### src/logic/cnn_pkg.sv
package cnn_pkg;

	// image, kernel and valid output dimensions
	localparam int IMG_DIM = 8;
	localparam int KER_DIM = 3;
	localparam int OUT_DIM = 6;

	// region codes, taken from address bits 15:12
	localparam logic [3:0] REG_PIXEL  = 4'd0;
	localparam logic [3:0] REG_WEIGHT = 4'd1;
	localparam logic [3:0] REG_BIAS   = 4'd2;
	localparam logic [3:0] REG_START  = 4'd3;
	localparam logic [3:0] REG_IRQ    = 4'd4;
	localparam logic [3:0] REG_RESULT = 4'd5;

	// unsigned image sample
	typedef logic [7:0] pixel_t;

	// signed kernel coefficient and bias
	typedef logic signed [7:0] weight_t;
	typedef logic signed [15:0] bias_t;

	// accumulator, wide enough for 9 * 255 * 127 plus the bias
	typedef logic signed [19:0] acc_t;

	// pixel index is row * IMG_DIM + col
	typedef logic [5:0] pix_addr_t;

	// kernel tap index, 0 to 8
	typedef logic [3:0] wgt_addr_t;

	// result index is out_row * OUT_DIM + out_col
	typedef logic [5:0] res_addr_t;

endpackage

### src/logic/bus_decoder.sv
`timescale 1ns/10ps
module bus_decoder (
	input  logic               clk,
	input  logic               arst_n,
	input  logic [31:0]        araddr,
	input  logic               arvalid,
	input  logic [31:0]        awaddr,
	input  logic               awvalid,
	input  logic [31:0]        wdata,
	input  logic               wvalid,
	input  logic               busy,
	input  logic               done,
	input  cnn_pkg::acc_t      res_rdata,
	output logic               pix_we,
	output cnn_pkg::pix_addr_t pix_waddr,
	output cnn_pkg::pixel_t    pix_wdata,
	output logic               wgt_we,
	output cnn_pkg::wgt_addr_t wgt_waddr,
	output cnn_pkg::weight_t   wgt_wdata,
	output logic               bias_we,
	output cnn_pkg::bias_t     bias_wdata,
	output logic               start,
	output logic               res_re,
	output cnn_pkg::res_addr_t res_raddr,
	output logic [31:0]        rdata,
	output logic               interrupt_signal
);
	logic       wr;
	logic [3:0] wr_region;
	logic       rd_pend;
	logic [3:0] rd_region;

	always_comb
	begin
		wr = awvalid && wvalid;
		wr_region = awaddr[15:12];
		// memory and start writes are locked out while the engine runs
		pix_we  = wr && !busy && (wr_region == cnn_pkg::REG_PIXEL);
		wgt_we  = wr && !busy && (wr_region == cnn_pkg::REG_WEIGHT);
		bias_we = wr && !busy && (wr_region == cnn_pkg::REG_BIAS);
		start   = wr && !busy && (wr_region == cnn_pkg::REG_START) && wdata[0];
		pix_waddr  = awaddr[5:0];
		pix_wdata  = wdata[7:0];
		wgt_waddr  = awaddr[3:0];
		wgt_wdata  = wdata[7:0];
		bias_wdata = wdata[15:0];
		// result memory read goes out with the strobe itself
		res_re    = arvalid && (araddr[15:12] == cnn_pkg::REG_RESULT);
		res_raddr = araddr[5:0];
	end

	// interrupt flag, a set in the same cycle beats the clear
	always_ff @(posedge clk or negedge arst_n)
	begin
		if (!arst_n)
			interrupt_signal <= 1'b0;
		else if (done)
			interrupt_signal <= 1'b1;
		else if (wr && (wr_region == cnn_pkg::REG_IRQ))
			interrupt_signal <= 1'b0;
	end

	// read path, rdata follows the strobe by one cycle and then holds
	always_ff @(posedge clk or negedge arst_n)
	begin
		if (!arst_n)
		begin
			rd_pend   <= 1'b0;
			rd_region <= 4'd0;
			rdata     <= 32'd0;
		end
		else
		begin
			rd_pend <= arvalid;
			if (arvalid)
				rd_region <= araddr[15:12];
			if (rd_pend)
			begin
				case (rd_region)
					cnn_pkg::REG_RESULT: rdata <= {12'd0, res_rdata};
					cnn_pkg::REG_IRQ:    rdata <= {31'd0, interrupt_signal};
					default:             rdata <= 32'd0;
				endcase
			end
		end
	end

endmodule

### src/logic/local_mem_pixel.sv
`timescale 1ns/10ps
module local_mem_pixel (
	input  logic               clk,
	input  logic               arst_n,
	input  logic               pix_we,
	input  cnn_pkg::pix_addr_t pix_waddr,
	input  cnn_pkg::pixel_t    pix_wdata,
	input  cnn_pkg::pix_addr_t pix_raddr,
	output cnn_pkg::pixel_t    pix_rdata
);
	// full 8x8 image, one byte per entry
	cnn_pkg::pixel_t mem [cnn_pkg::IMG_DIM*cnn_pkg::IMG_DIM];

	always_ff @(posedge clk)
	begin
		if (pix_we)
			mem[pix_waddr] <= pix_wdata;
	end

	// registered read, data one cycle after the address
	always_ff @(posedge clk or negedge arst_n)
	begin
		if (!arst_n)
			pix_rdata <= '0;
		else
			pix_rdata <= mem[pix_raddr];
	end

endmodule

### src/logic/local_mem_weight.sv
`timescale 1ns/10ps
module local_mem_weight (
	input  logic               clk,
	input  logic               arst_n,
	input  logic               wgt_we,
	input  cnn_pkg::wgt_addr_t wgt_waddr,
	input  cnn_pkg::weight_t   wgt_wdata,
	input  logic               bias_we,
	input  cnn_pkg::bias_t     bias_wdata,
	input  cnn_pkg::wgt_addr_t wgt_raddr,
	output cnn_pkg::weight_t   wgt_rdata,
	output cnn_pkg::bias_t     bias_val
);
	cnn_pkg::weight_t mem [cnn_pkg::KER_DIM*cnn_pkg::KER_DIM];

	// tap indices above 8 fall outside the kernel
	always_ff @(posedge clk)
	begin
		if (wgt_we && (wgt_waddr < cnn_pkg::wgt_addr_t'(cnn_pkg::KER_DIM*cnn_pkg::KER_DIM)))
			mem[wgt_waddr] <= wgt_wdata;
	end

	always_ff @(posedge clk or negedge arst_n)
	begin
		if (!arst_n)
		begin
			wgt_rdata <= '0;
			bias_val  <= '0;
		end
		else
		begin
			wgt_rdata <= mem[wgt_raddr];
			if (bias_we)
				bias_val <= bias_wdata;
		end
	end

endmodule

### src/logic/conv_layer.sv
`timescale 1ns/10ps
module conv_layer (
	input  logic               clk,
	input  logic               arst_n,
	input  logic               start,
	output cnn_pkg::pix_addr_t pix_raddr,
	input  cnn_pkg::pixel_t    pix_rdata,
	output cnn_pkg::wgt_addr_t wgt_raddr,
	input  cnn_pkg::weight_t   wgt_rdata,
	input  cnn_pkg::bias_t     bias_val,
	output logic               res_we,
	output cnn_pkg::res_addr_t res_waddr,
	output cnn_pkg::acc_t      res_wdata,
	output logic               busy,
	output logic               done
);
	typedef enum logic [1:0] {IDLE, MAC, WRITE} state_t;

	state_t             state;
	logic [2:0]         out_row;
	logic [2:0]         out_col;
	logic [1:0]         tap_r;
	logic [1:0]         tap_c;
	cnn_pkg::wgt_addr_t tap;
	cnn_pkg::res_addr_t res_idx;
	cnn_pkg::acc_t      acc;
	logic               tap_vld;
	logic [2:0]         img_row;
	logic [2:0]         img_col;
	logic signed [16:0] product;
	cnn_pkg::acc_t      bias_ext;
	cnn_pkg::acc_t      sum;
	logic               last_tap;
	logic               last_out;

	always_comb
	begin
		// pixel under the current tap
		img_row   = out_row + {1'b0, tap_r};
		img_col   = out_col + {1'b0, tap_c};
		pix_raddr = cnn_pkg::pix_addr_t'(img_row * cnn_pkg::IMG_DIM + img_col);
		wgt_raddr = tap;
		// pixel is unsigned, so a zero bit goes on top before the signed multiply
		product  = $signed({1'b0, pix_rdata}) * wgt_rdata;
		sum      = acc + {{3{product[16]}}, product};
		bias_ext = {{4{bias_val[15]}}, bias_val};
		last_tap = (tap == cnn_pkg::wgt_addr_t'(cnn_pkg::KER_DIM*cnn_pkg::KER_DIM - 1));
		last_out = (res_idx == cnn_pkg::res_addr_t'(cnn_pkg::OUT_DIM*cnn_pkg::OUT_DIM - 1));
		busy      = (state != IDLE);
		// in WRITE the sum already holds the last tap
		res_we    = (state == WRITE);
		res_waddr = res_idx;
		res_wdata = sum[19] ? '0 : sum;
	end

	always_ff @(posedge clk or negedge arst_n)
	begin
		if (!arst_n)
		begin
			state   <= IDLE;
			out_row <= 3'd0;
			out_col <= 3'd0;
			tap_r   <= 2'd0;
			tap_c   <= 2'd0;
			tap     <= '0;
			res_idx <= '0;
			acc     <= '0;
			tap_vld <= 1'b0;
			done    <= 1'b0;
		end
		else
		begin
			done <= 1'b0;
			// read data lands one cycle after each MAC address
			tap_vld <= (state == MAC);
			case (state)
				IDLE:
				begin
					if (start)
					begin
						state   <= MAC;
						out_row <= 3'd0;
						out_col <= 3'd0;
						tap_r   <= 2'd0;
						tap_c   <= 2'd0;
						tap     <= '0;
						res_idx <= '0;
						acc     <= bias_ext;
					end
				end
				MAC:
				begin
					if (tap_vld)
						acc <= sum;
					if (last_tap)
					begin
						state <= WRITE;
						tap   <= '0;
						tap_r <= 2'd0;
						tap_c <= 2'd0;
					end
					else
					begin
						tap <= tap + 4'd1;
						if (tap_c == 2'(cnn_pkg::KER_DIM - 1))
						begin
							tap_c <= 2'd0;
							tap_r <= tap_r + 2'd1;
						end
						else
							tap_c <= tap_c + 2'd1;
					end
				end
				WRITE:
				begin
					acc     <= bias_ext;
					res_idx <= res_idx + 6'd1;
					if (last_out)
					begin
						state <= IDLE;
						done  <= 1'b1;
					end
					else
					begin
						state <= MAC;
						if (out_col == 3'(cnn_pkg::OUT_DIM - 1))
						begin
							out_col <= 3'd0;
							out_row <= out_row + 3'd1;
						end
						else
							out_col <= out_col + 3'd1;
					end
				end
				default: state <= IDLE;
			endcase
		end
	end

endmodule

### src/logic/result_mem.sv
`timescale 1ns/10ps
module result_mem (
	input  logic               clk,
	input  logic               arst_n,
	input  logic               res_we,
	input  cnn_pkg::res_addr_t res_waddr,
	input  cnn_pkg::acc_t      res_wdata,
	input  logic               res_re,
	input  cnn_pkg::res_addr_t res_raddr,
	output cnn_pkg::acc_t      res_rdata
);
	// one entry per output position of the 6x6 map
	cnn_pkg::acc_t mem [cnn_pkg::OUT_DIM*cnn_pkg::OUT_DIM];

	always_ff @(posedge clk)
	begin
		if (res_we)
			mem[res_waddr] <= res_wdata;
	end

	// cpu side, indices past the last output read back as zero
	always_ff @(posedge clk or negedge arst_n)
	begin
		if (!arst_n)
			res_rdata <= '0;
		else if (res_re)
		begin
			if (res_raddr < cnn_pkg::res_addr_t'(cnn_pkg::OUT_DIM*cnn_pkg::OUT_DIM))
				res_rdata <= mem[res_raddr];
			else
				res_rdata <= '0;
		end
	end

endmodule

### src/logic/top.sv
`timescale 1ns/10ps
module top (
	input  logic        clk,
	input  logic        arst_n,
	input  logic [31:0] araddr,
	input  logic        arvalid,
	input  logic [31:0] awaddr,
	input  logic        awvalid,
	input  logic [31:0] wdata,
	input  logic        wvalid,
	output logic [31:0] rdata,
	output logic        interrupt_signal
);
	// cpu write side
	logic               pix_we;
	cnn_pkg::pix_addr_t pix_waddr;
	cnn_pkg::pixel_t    pix_wdata;
	logic               wgt_we;
	cnn_pkg::wgt_addr_t wgt_waddr;
	cnn_pkg::weight_t   wgt_wdata;
	logic               bias_we;
	cnn_pkg::bias_t     bias_wdata;
	logic               start;

	// engine side
	cnn_pkg::pix_addr_t pix_raddr;
	cnn_pkg::pixel_t    pix_rdata;
	cnn_pkg::wgt_addr_t wgt_raddr;
	cnn_pkg::weight_t   wgt_rdata;
	cnn_pkg::bias_t     bias_val;
	logic               res_we;
	cnn_pkg::res_addr_t res_waddr;
	cnn_pkg::acc_t      res_wdata;
	logic               busy;
	logic               done;

	// cpu read of results
	logic               res_re;
	cnn_pkg::res_addr_t res_raddr;
	cnn_pkg::acc_t      res_rdata;

	// port names match the wires one to one
	bus_decoder decode (.*);

	local_mem_pixel pixel_st_mem (.*);

	local_mem_weight weight_st_mem (.*);

	conv_layer execute (.*);

	result_mem result (.*);

endmodule

### config.mk
export PLATFORM = sky130hd
export DESIGN_NAME = top
export DESIGN_NICKNAME = d
export VERILOG_FILES = /design/src/logic/cnn_pkg.sv /design/src/logic/bus_decoder.sv /design/src/logic/local_mem_pixel.sv /design/src/logic/local_mem_weight.sv /design/src/logic/conv_layer.sv /design/src/logic/result_mem.sv /design/src/logic/top.sv
export SDC_FILE = /design/constraint.sdc
export NUM_CORES = 1
export LEC_CHECK = 0
export BUFFER_PORTS_ARGS = -buffer_cell sky130_fd_sc_hd__buf_2
export CORE_MARGIN = 4
export CORE_UTILIZATION = 50
export CTS_CLUSTER_SIZE = 10
export DETAILED_ROUTE_END_ITERATION = 7
export GPL_TIMING_DRIVEN = 0
export PLACE_DENSITY = 0.65
export SYNTH_ARGS = -nofsm -noshare
export SYNTH_HDL_FRONTEND = slang
export SYNTH_SLANG_ARGS = --single-unit
### constraint.sdc
create_clock -name clk -period 8.3 [get_ports clk]
set_input_delay 1.245 -clock clk [delete_from_list [all_inputs] [get_ports clk]]
set_output_delay 1.245 -clock clk [all_outputs]
set_load 0.02 [all_outputs]
==> results of run 1 <==
-- state kept, by name (all words and copies together), names as in the netlist, 4 cells and up --
signal	count
decode.rd_region	4
decode.rdata	19
execute.acc	20
execute.res_waddr	6
execute.wgt_raddr	4
pixel_st_mem.mem	512
pixel_st_mem.pix_rdata	8
result.mem	684
result.res_rdata	19
weight_st_mem.bias_val	16
weight_st_mem.mem	72
weight_st_mem.wgt_rdata	8
-- worst max-delay path: cells and delay by family, from the launching register on --
kind                       cells  cell delay [ns]
and+or+nand+nor                6             1.66
xor gates and xnor gates       2             0.24
AOI/OAI and AO/OA              6             1.33
DFF                            1             0.49
adders and majority gates      6             2.80
buffers and inverters          6             0.90
-- power by group through the flow --
stage          Sequential [W]  Combinational [W]  Clock (W)
2_1_floorplan         0.00818           0.000526          0
3_3_place_gp          0.00822           0.000865          0
3_5_place_dp          0.00819            0.00105          0
4_1_cts               0.00805            0.00105    0.00628
5_1_grt               0.00805            0.00113    0.00657
6_report              0.00805            0.00104    0.00616
-- worst max path at each step --
stage / to / depth (start not counted)
finish: result.mem[25][11] / 26
floorplan: result.mem[0][17] / 25
global placement: result.mem[30][4] / 25
global route: result.mem[28][11] / 26
CTS: result.mem[24][10] / 26
detailed placement: result.mem[24][10] / 26
-- kinds of logic after synthesis --
| kind of cell | count (synthesis) |
|---|---|
| fa+ha+maj | 109 |
| compound gates | 229 |
| flops | 1388 |
| other cells | 1 |
| simple gates | 441 |
| xor+xnor | 31 |
| mux | 443 |
| buf+inv | 243 |
-- stage by stage --
stage	worst slack [ns]	cell area [µm²]	utilization, %
floorplan	1.343	56760	-
global placement	-0.5057	58910	52.36
detailed placement	0.4219	60020	53.35
CTS	0.3568	64510	57.34
global route	0.01465	64540	57.37
finish	0.6745	64550	57.38
-- timing repair --
item	CTS	global route
endpoints found under the setup margin	0	114
gates resized for setup	0	4
endpoints found under the hold margin	0	0
-- cells in the final DEF, fill, tap and decap left out, drive strengths merged, types with 44 or more instances in the layout --
master	count
a21oi	70
and2	44
buf	180
clkbuf	291
dfrtp	120
edfxtp	1268
ha	69
inv	104
mux4	383
nand2	117
nor2	157
o21ai	77
-- per-layer routing --
metal	track usage (%)	up-vias	routed length, µm
met3	3.686	221	8115
met5	0	-	0
met1	29.80	14990	50550
met4	7.319	0	3989
met2	37.35	1146	65760
li1	-	12120	-
-- cell type report --
class | instances | share of cell area [%]
Tap cell | 1500 | 2.908
Clock inverter | 21 | 0.4284
Timing Repair Buffer | 114 | 1.894
Multi-Input combinational cell | 1266 | 23.02
Inverter | 95 | 0.5525
Clock buffer | 209 | 6.521
Sequential cell | 1388 | 63.64
Buffer | 148 | 1.031
Antenna cell | 1 | 0.003877
==> key figures, run 1 <==
Run status
  – Status: finished clean

Pwr
  – Power Dens Cells: 236.3 mW/mm²
  – Combinational share of power: 6.8%
  – Sw frac: 22.18%
  – Clock share of power: 40.4%
  – Switching power: 0.003382 W
  – Sequential share of power: 52.8%
  – Peak supply drop: 0.1780 mV
  – Leak: 21.36 nW
  – Total chip power: 0.01525 W
  – Internal power: 0.01187 W

Route
  – DRT iter0 DRCs: 2838
  – DRC Markers: 0
  – DR pass1 iterations: 5
  – Final wirelength: 128400 µm
  – Vias per inst: 6.006
  – Post-route ant nets: 0
  – Via count: 28480
  – Routed WL per cell: 27.08 µm

Global routing
  – First-pass GRT wire length: 193200 µm
  – Total grt overflow: 0
  – Antenna violations before repair: 1
  – Largest net degree at the start of global routing: 91
  – Vias in the first global route: 29760
  – Global Route Usage Sum: 22.16%

Timing
  – Period minus WS final: 7.626 ns
  – Final setup viols: 0
  – Worst-Margin Slew: 1.290 ns
  – Final Hold Fails: 0
  – Clock Skew: 0.05653 ns
  – Hold Slack: 0.3806 ns
  – Tcrit/Tclk final: 91.87%
  – Final Max Tran Viols: 0
  – Setup TNS: 0 ns
  – Achievable Freq: 131.1 MHz
  – RSZ-0062 raised after global routing: false
  – Slew HR: 13.70%

Layout
  – Area Growth Syn to Fin: 13.80%
  – Final net count: 3382
  – Share of cells above drive strength 1: 25.02%
  – Non-Filler Instances: 4742
  – Storage cell area: 0.04108 mm²
  – Area of the multi-input gates: 0.01486 mm²
  – Layout fillers: 8274

CTS
  – Postcts setup bufs: 0
  – CTS tree: yes
  – Inserted Clock Buffers: 159
  – Max clock buf depth: 3
  – Clock root cell: clkbuf_16
  – Number of H-tree levels: 4
  – Hold buffers post-CTS: 0
  – CTS Sinks: 1388
  – Clock-pin slew on the worst setup and hold paths: 0.05 ns
  – Clock Latency Late Sink: 0.76 ns

Synth
  – Top post-synthesis cells by area: edfxtp_1, mux4_2, dfrtp_1
  – Mapped Cells: 2885
  – Synth Area in XOR/XNOR: 0.4787%
  – Seq/Total Area, Yosys: 72.43%
  – Post-Synthesis Cell Area: 0.05672 mm²
  – Top-count cell post-synth: edfxtp_1
  – Seq cells post-synth: 1388
  – Largest area contributor in the netlist: edfxtp_1
  – Main synth FF type: edfxtp_1
  – Post-synth ARST share: 8.646%
  – Fraction of the mapped netlist area in compound gates: 2.411%
  – Adder-cell area share of the yosys netlist: 2.934%
  – Yosys top cell area share: 67.13%
  – Mux cell area share after synthesis: 16.33%
  – Post-Syn Area per Cell: 19.66 µm²
  – Synth Area in Simple Gates: 3.611%
  – Largest family of logic cells by synthesized area: multiplexers
  – Number of synthesis warnings: 0
  – Post-synth cell types: 59
  – EDFF count, synth: 1268
  – Post-synth top cells: edfxtp_1, mux4_2, nor2_1

Worst setup path
  – Critical-path top delay cell: nor2_2
  – CP endpoint kind: flop
  – CP arrival: 8.22 ns
  – Critical path launch point: weight_st_mem.wgt_rdata[7]
  – CP Launch Type: flop
  – R2r startpoint: weight_st_mem.wgt_rdata[7]
  – Critical Path Max Stage Delay: 0.69 ns
  – R2R setup slack: 0.67 ns
  – Worst Reg-to-Reg Cells: 26
  – Kind of critical path: reg2reg
  – Data required, critical path: 8.89 ns
  – R2r endpoint: result.mem[25][11]
  – Critical Path Fanout Max: 22

Die
  – Die area: 0.1189 mm²
  – Die Y: 344.8 µm
  – Site row count: 123
  – Initial Util: 50.42%
  – Placeable Area: 0.1125 mm²
  – Die Span X: 344.8 µm
  – I/O Pins: 134

Place
  – Final HPWL from detailed placement: 86170 µm
  – Routability cong.: 0.8645
  – Number of port buffers: 53
  – Inst Count DP: 4510

Worst hold path
  – Hold Crit Class: in2async

Flow run
  – Max-Cap Viols: 0
(Power assumes the default switching activity.)
==> run 2: changes to the inputs <==
Clock period 8.3 ns to 9.2 ns, I/O delays scaled along.
==> key figures, run 2 (same netlist as run 1, synthesis figures left out) <==
Die
  – Die Y: 344.8 µm (unchanged)
  – Initial Util: 50.42% (unchanged)
  – Site row count: 123 (unchanged)
  – Die Span X: 344.8 µm (unchanged)
  – Die area: 0.1189 mm² (unchanged)
  – Placeable Area: 0.1125 mm² (unchanged)
  – I/O Pins: 134 (unchanged)

Global routing
  – First-pass GRT wire length: 193200 µm (unchanged)
  – Global Route Usage Sum: 22.16% (unchanged)
  – Antenna violations before repair: 1 (unchanged)
  – Vias in the first global route: 29760 (unchanged)
  – Total grt overflow: 0 (unchanged)
  – Largest net degree at the start of global routing: 91 (unchanged)

Timing
  – Tcrit/Tclk final: 85.93% (-5.9 points)
  – Period minus WS final: 7.905 ns (+0.2799 ns)
  – Final Max Tran Viols: 0 (unchanged)
  – Clock Skew: 0.05555 ns (-0.0009800 ns)
  – Final setup viols: 0 (unchanged)
  – Slew HR: 14.41% (+0.70 points)
  – RSZ-0062 raised after global routing: false
  – Worst-Margin Slew: 1.280 ns (-0.01049 ns)
  – Final Hold Fails: 0 (unchanged)
  – Setup TNS: 0 ns (unchanged)
  – Hold Slack: 0.4529 ns (+0.07231 ns)
  – Final worst slack: 1.295 ns (+0.6201 ns)
  – Achievable Freq: 126.5 MHz (-3.5%)

Route
  – Post-route ant nets: 0 (unchanged)
  – DRT iter0 DRCs: 2874 (+1.3%)
  – DR pass1 iterations: 7 (+2)
  – Via count: 28490 (+0.042%)
  – Routed WL per cell: 27.11 µm (+0.13%)
  – Final wirelength: 128600 µm (+0.15%)
  – DRC Markers: 0 (unchanged)
  – Vias per inst: 6.007 (about the same)

Worst hold path
  – Hold Startpoint: execute.done
  – Hold Crit Class: reg2reg

Layout
  – Largest Register: result.mem
  – Final Instance Area: 0.06454 mm² (about the same)
  – Share of cells above drive strength 1: 24.99% (-0.031 points)
  – Most frequent cells in the layout: edfxtp_1, mux4_2, clkbuf_16
  – Layout fillers: 8275 (+0.012%)
  – Leading cell type in the layout, fill and taps excluded: edfxtp_1
  – Largest regs: result.mem (684), pixel_st_mem.mem (512), weight_st_mem.mem (72)
  – Area Growth Syn to Fin: 13.79% (about the same)
  – Max reg flops: 684 (unchanged)
  – Final net count: 3382 (unchanged)

Run status
  – Status: finished clean

Worst setup path
  – Critical Path Fanout Max: 21 (-4.5%)
  – Critical-path top delay cell: nor2_2
  – CP endpoint kind: flop
  – CP arrival: 8.50 ns (+0.28 ns)
  – Critical Path Max Stage Delay: 0.91 ns (+0.22 ns)
  – Worst path bufs/invs: 6 (unchanged)
  – Data required, critical path: 9.79 ns (+0.90 ns)
  – R2R setup slack: 1.29 ns (+0.62 ns)
  – Critical path launch point: weight_st_mem.wgt_rdata[7]
  – R2r startpoint: weight_st_mem.wgt_rdata[7]
  – CP Launch Type: flop
  – Critical path's top delay family: adder cells
  – Kind of critical path: reg2reg

Place
  – Final HPWL from detailed placement: 86170 µm (unchanged)
  – Cell Area, Placed: 0.06002 mm² (unchanged)
  – Routability cong.: 0.8645 (unchanged)
  – Setup WS pre-CTS: 1.322 ns (+0.9000 ns)
  – Number of port buffers: 53 (unchanged)

CTS
  – Postcts setup bufs: 0 (unchanged)
  – Clock-pin slew on the worst setup and hold paths: 0.05 ns (about the same)
  – Clock root cell: clkbuf_16
  – Post-CTS resize count: 0 (unchanged)
  – Hold buffers post-CTS: 0 (unchanged)
  – CTS Sinks: 1388 (unchanged)
  – Max clock buf depth: 3 (unchanged)
  – Number of H-tree levels: 4 (unchanged)
  – Clock Latency Late Sink: 0.76 ns (about the same)
  – CTS tree: yes
  – Inserted Clock Buffers: 159 (unchanged)

Pwr
  – Power Dens Cells: 213.1 mW/mm² (-9.8%)
  – Peak supply drop: 0.1602 mV (-10%)
  – Leak: 21.35 nW (about the same)

Flow run
  – Max-Cap Viols: 0 (unchanged)
==> run 2: power breakdown <==
| group | internal [W] | switching [W] | total [W] |
|---|---|---|---|
| sequential | 0.00723 | 0.0000309 | 0.00726 |
| clock | 0.00319 | 0.00237 | 0.00556 |
| combinational | 0.000286 | 0.000649 | 0.000934 |
==> run 2: metrics by stage <==
stage	power [W]	util (%)	std cells
after floorplan	0.007857	-	2897
after global placement	0.008192	52.36	4450
after detailed placement	0.008336	53.35	4510
after CTS	0.01388	57.34	4740
after global routing	0.01421	57.36	4741
final	0.01375	57.37	4743
==> run 2: final timing paths <==
path / to / cells past startpoint
setup reg to reg: result.mem[24][10] / 26
hold reg to reg: decode.interrupt_signal / 1
hold / removal: decode.interrupt_signal / 1
setup / recovery: result.mem[24][10] / 26
min in group asynchronous: weight_st_mem.bias_val[12] / 1
max in group asynchronous: decode.rdata[17] / 2
==> run 2: final cells by class <==
class	instances	area (µm²)	area share [%]
multi-input cells	1266	14850	23.01
clock buffers	209	4209	6.522
repair buffers	114	1222	1.894
flip-flops and latches	1388	41080	63.65
diodes	2	5.005	0.007755
well taps	1500	1877	2.908
plain buffers	148	664.4	1.029
inverters	95	356.6	0.5525
clock inverters	21	276.5	0.4285
==> run 2: layer usage <==
layer / GRT usage [%] / share of wire (%) / vias to the layer above
li1: - / - / 12130
met1: 29.80 / 40 / 15050
met2: 37.35 / 51 / 1086
met3: 3.686 / 6.0 / 232
met4: 7.319 / 3.2 / 0
met5: 0 / 0 / -
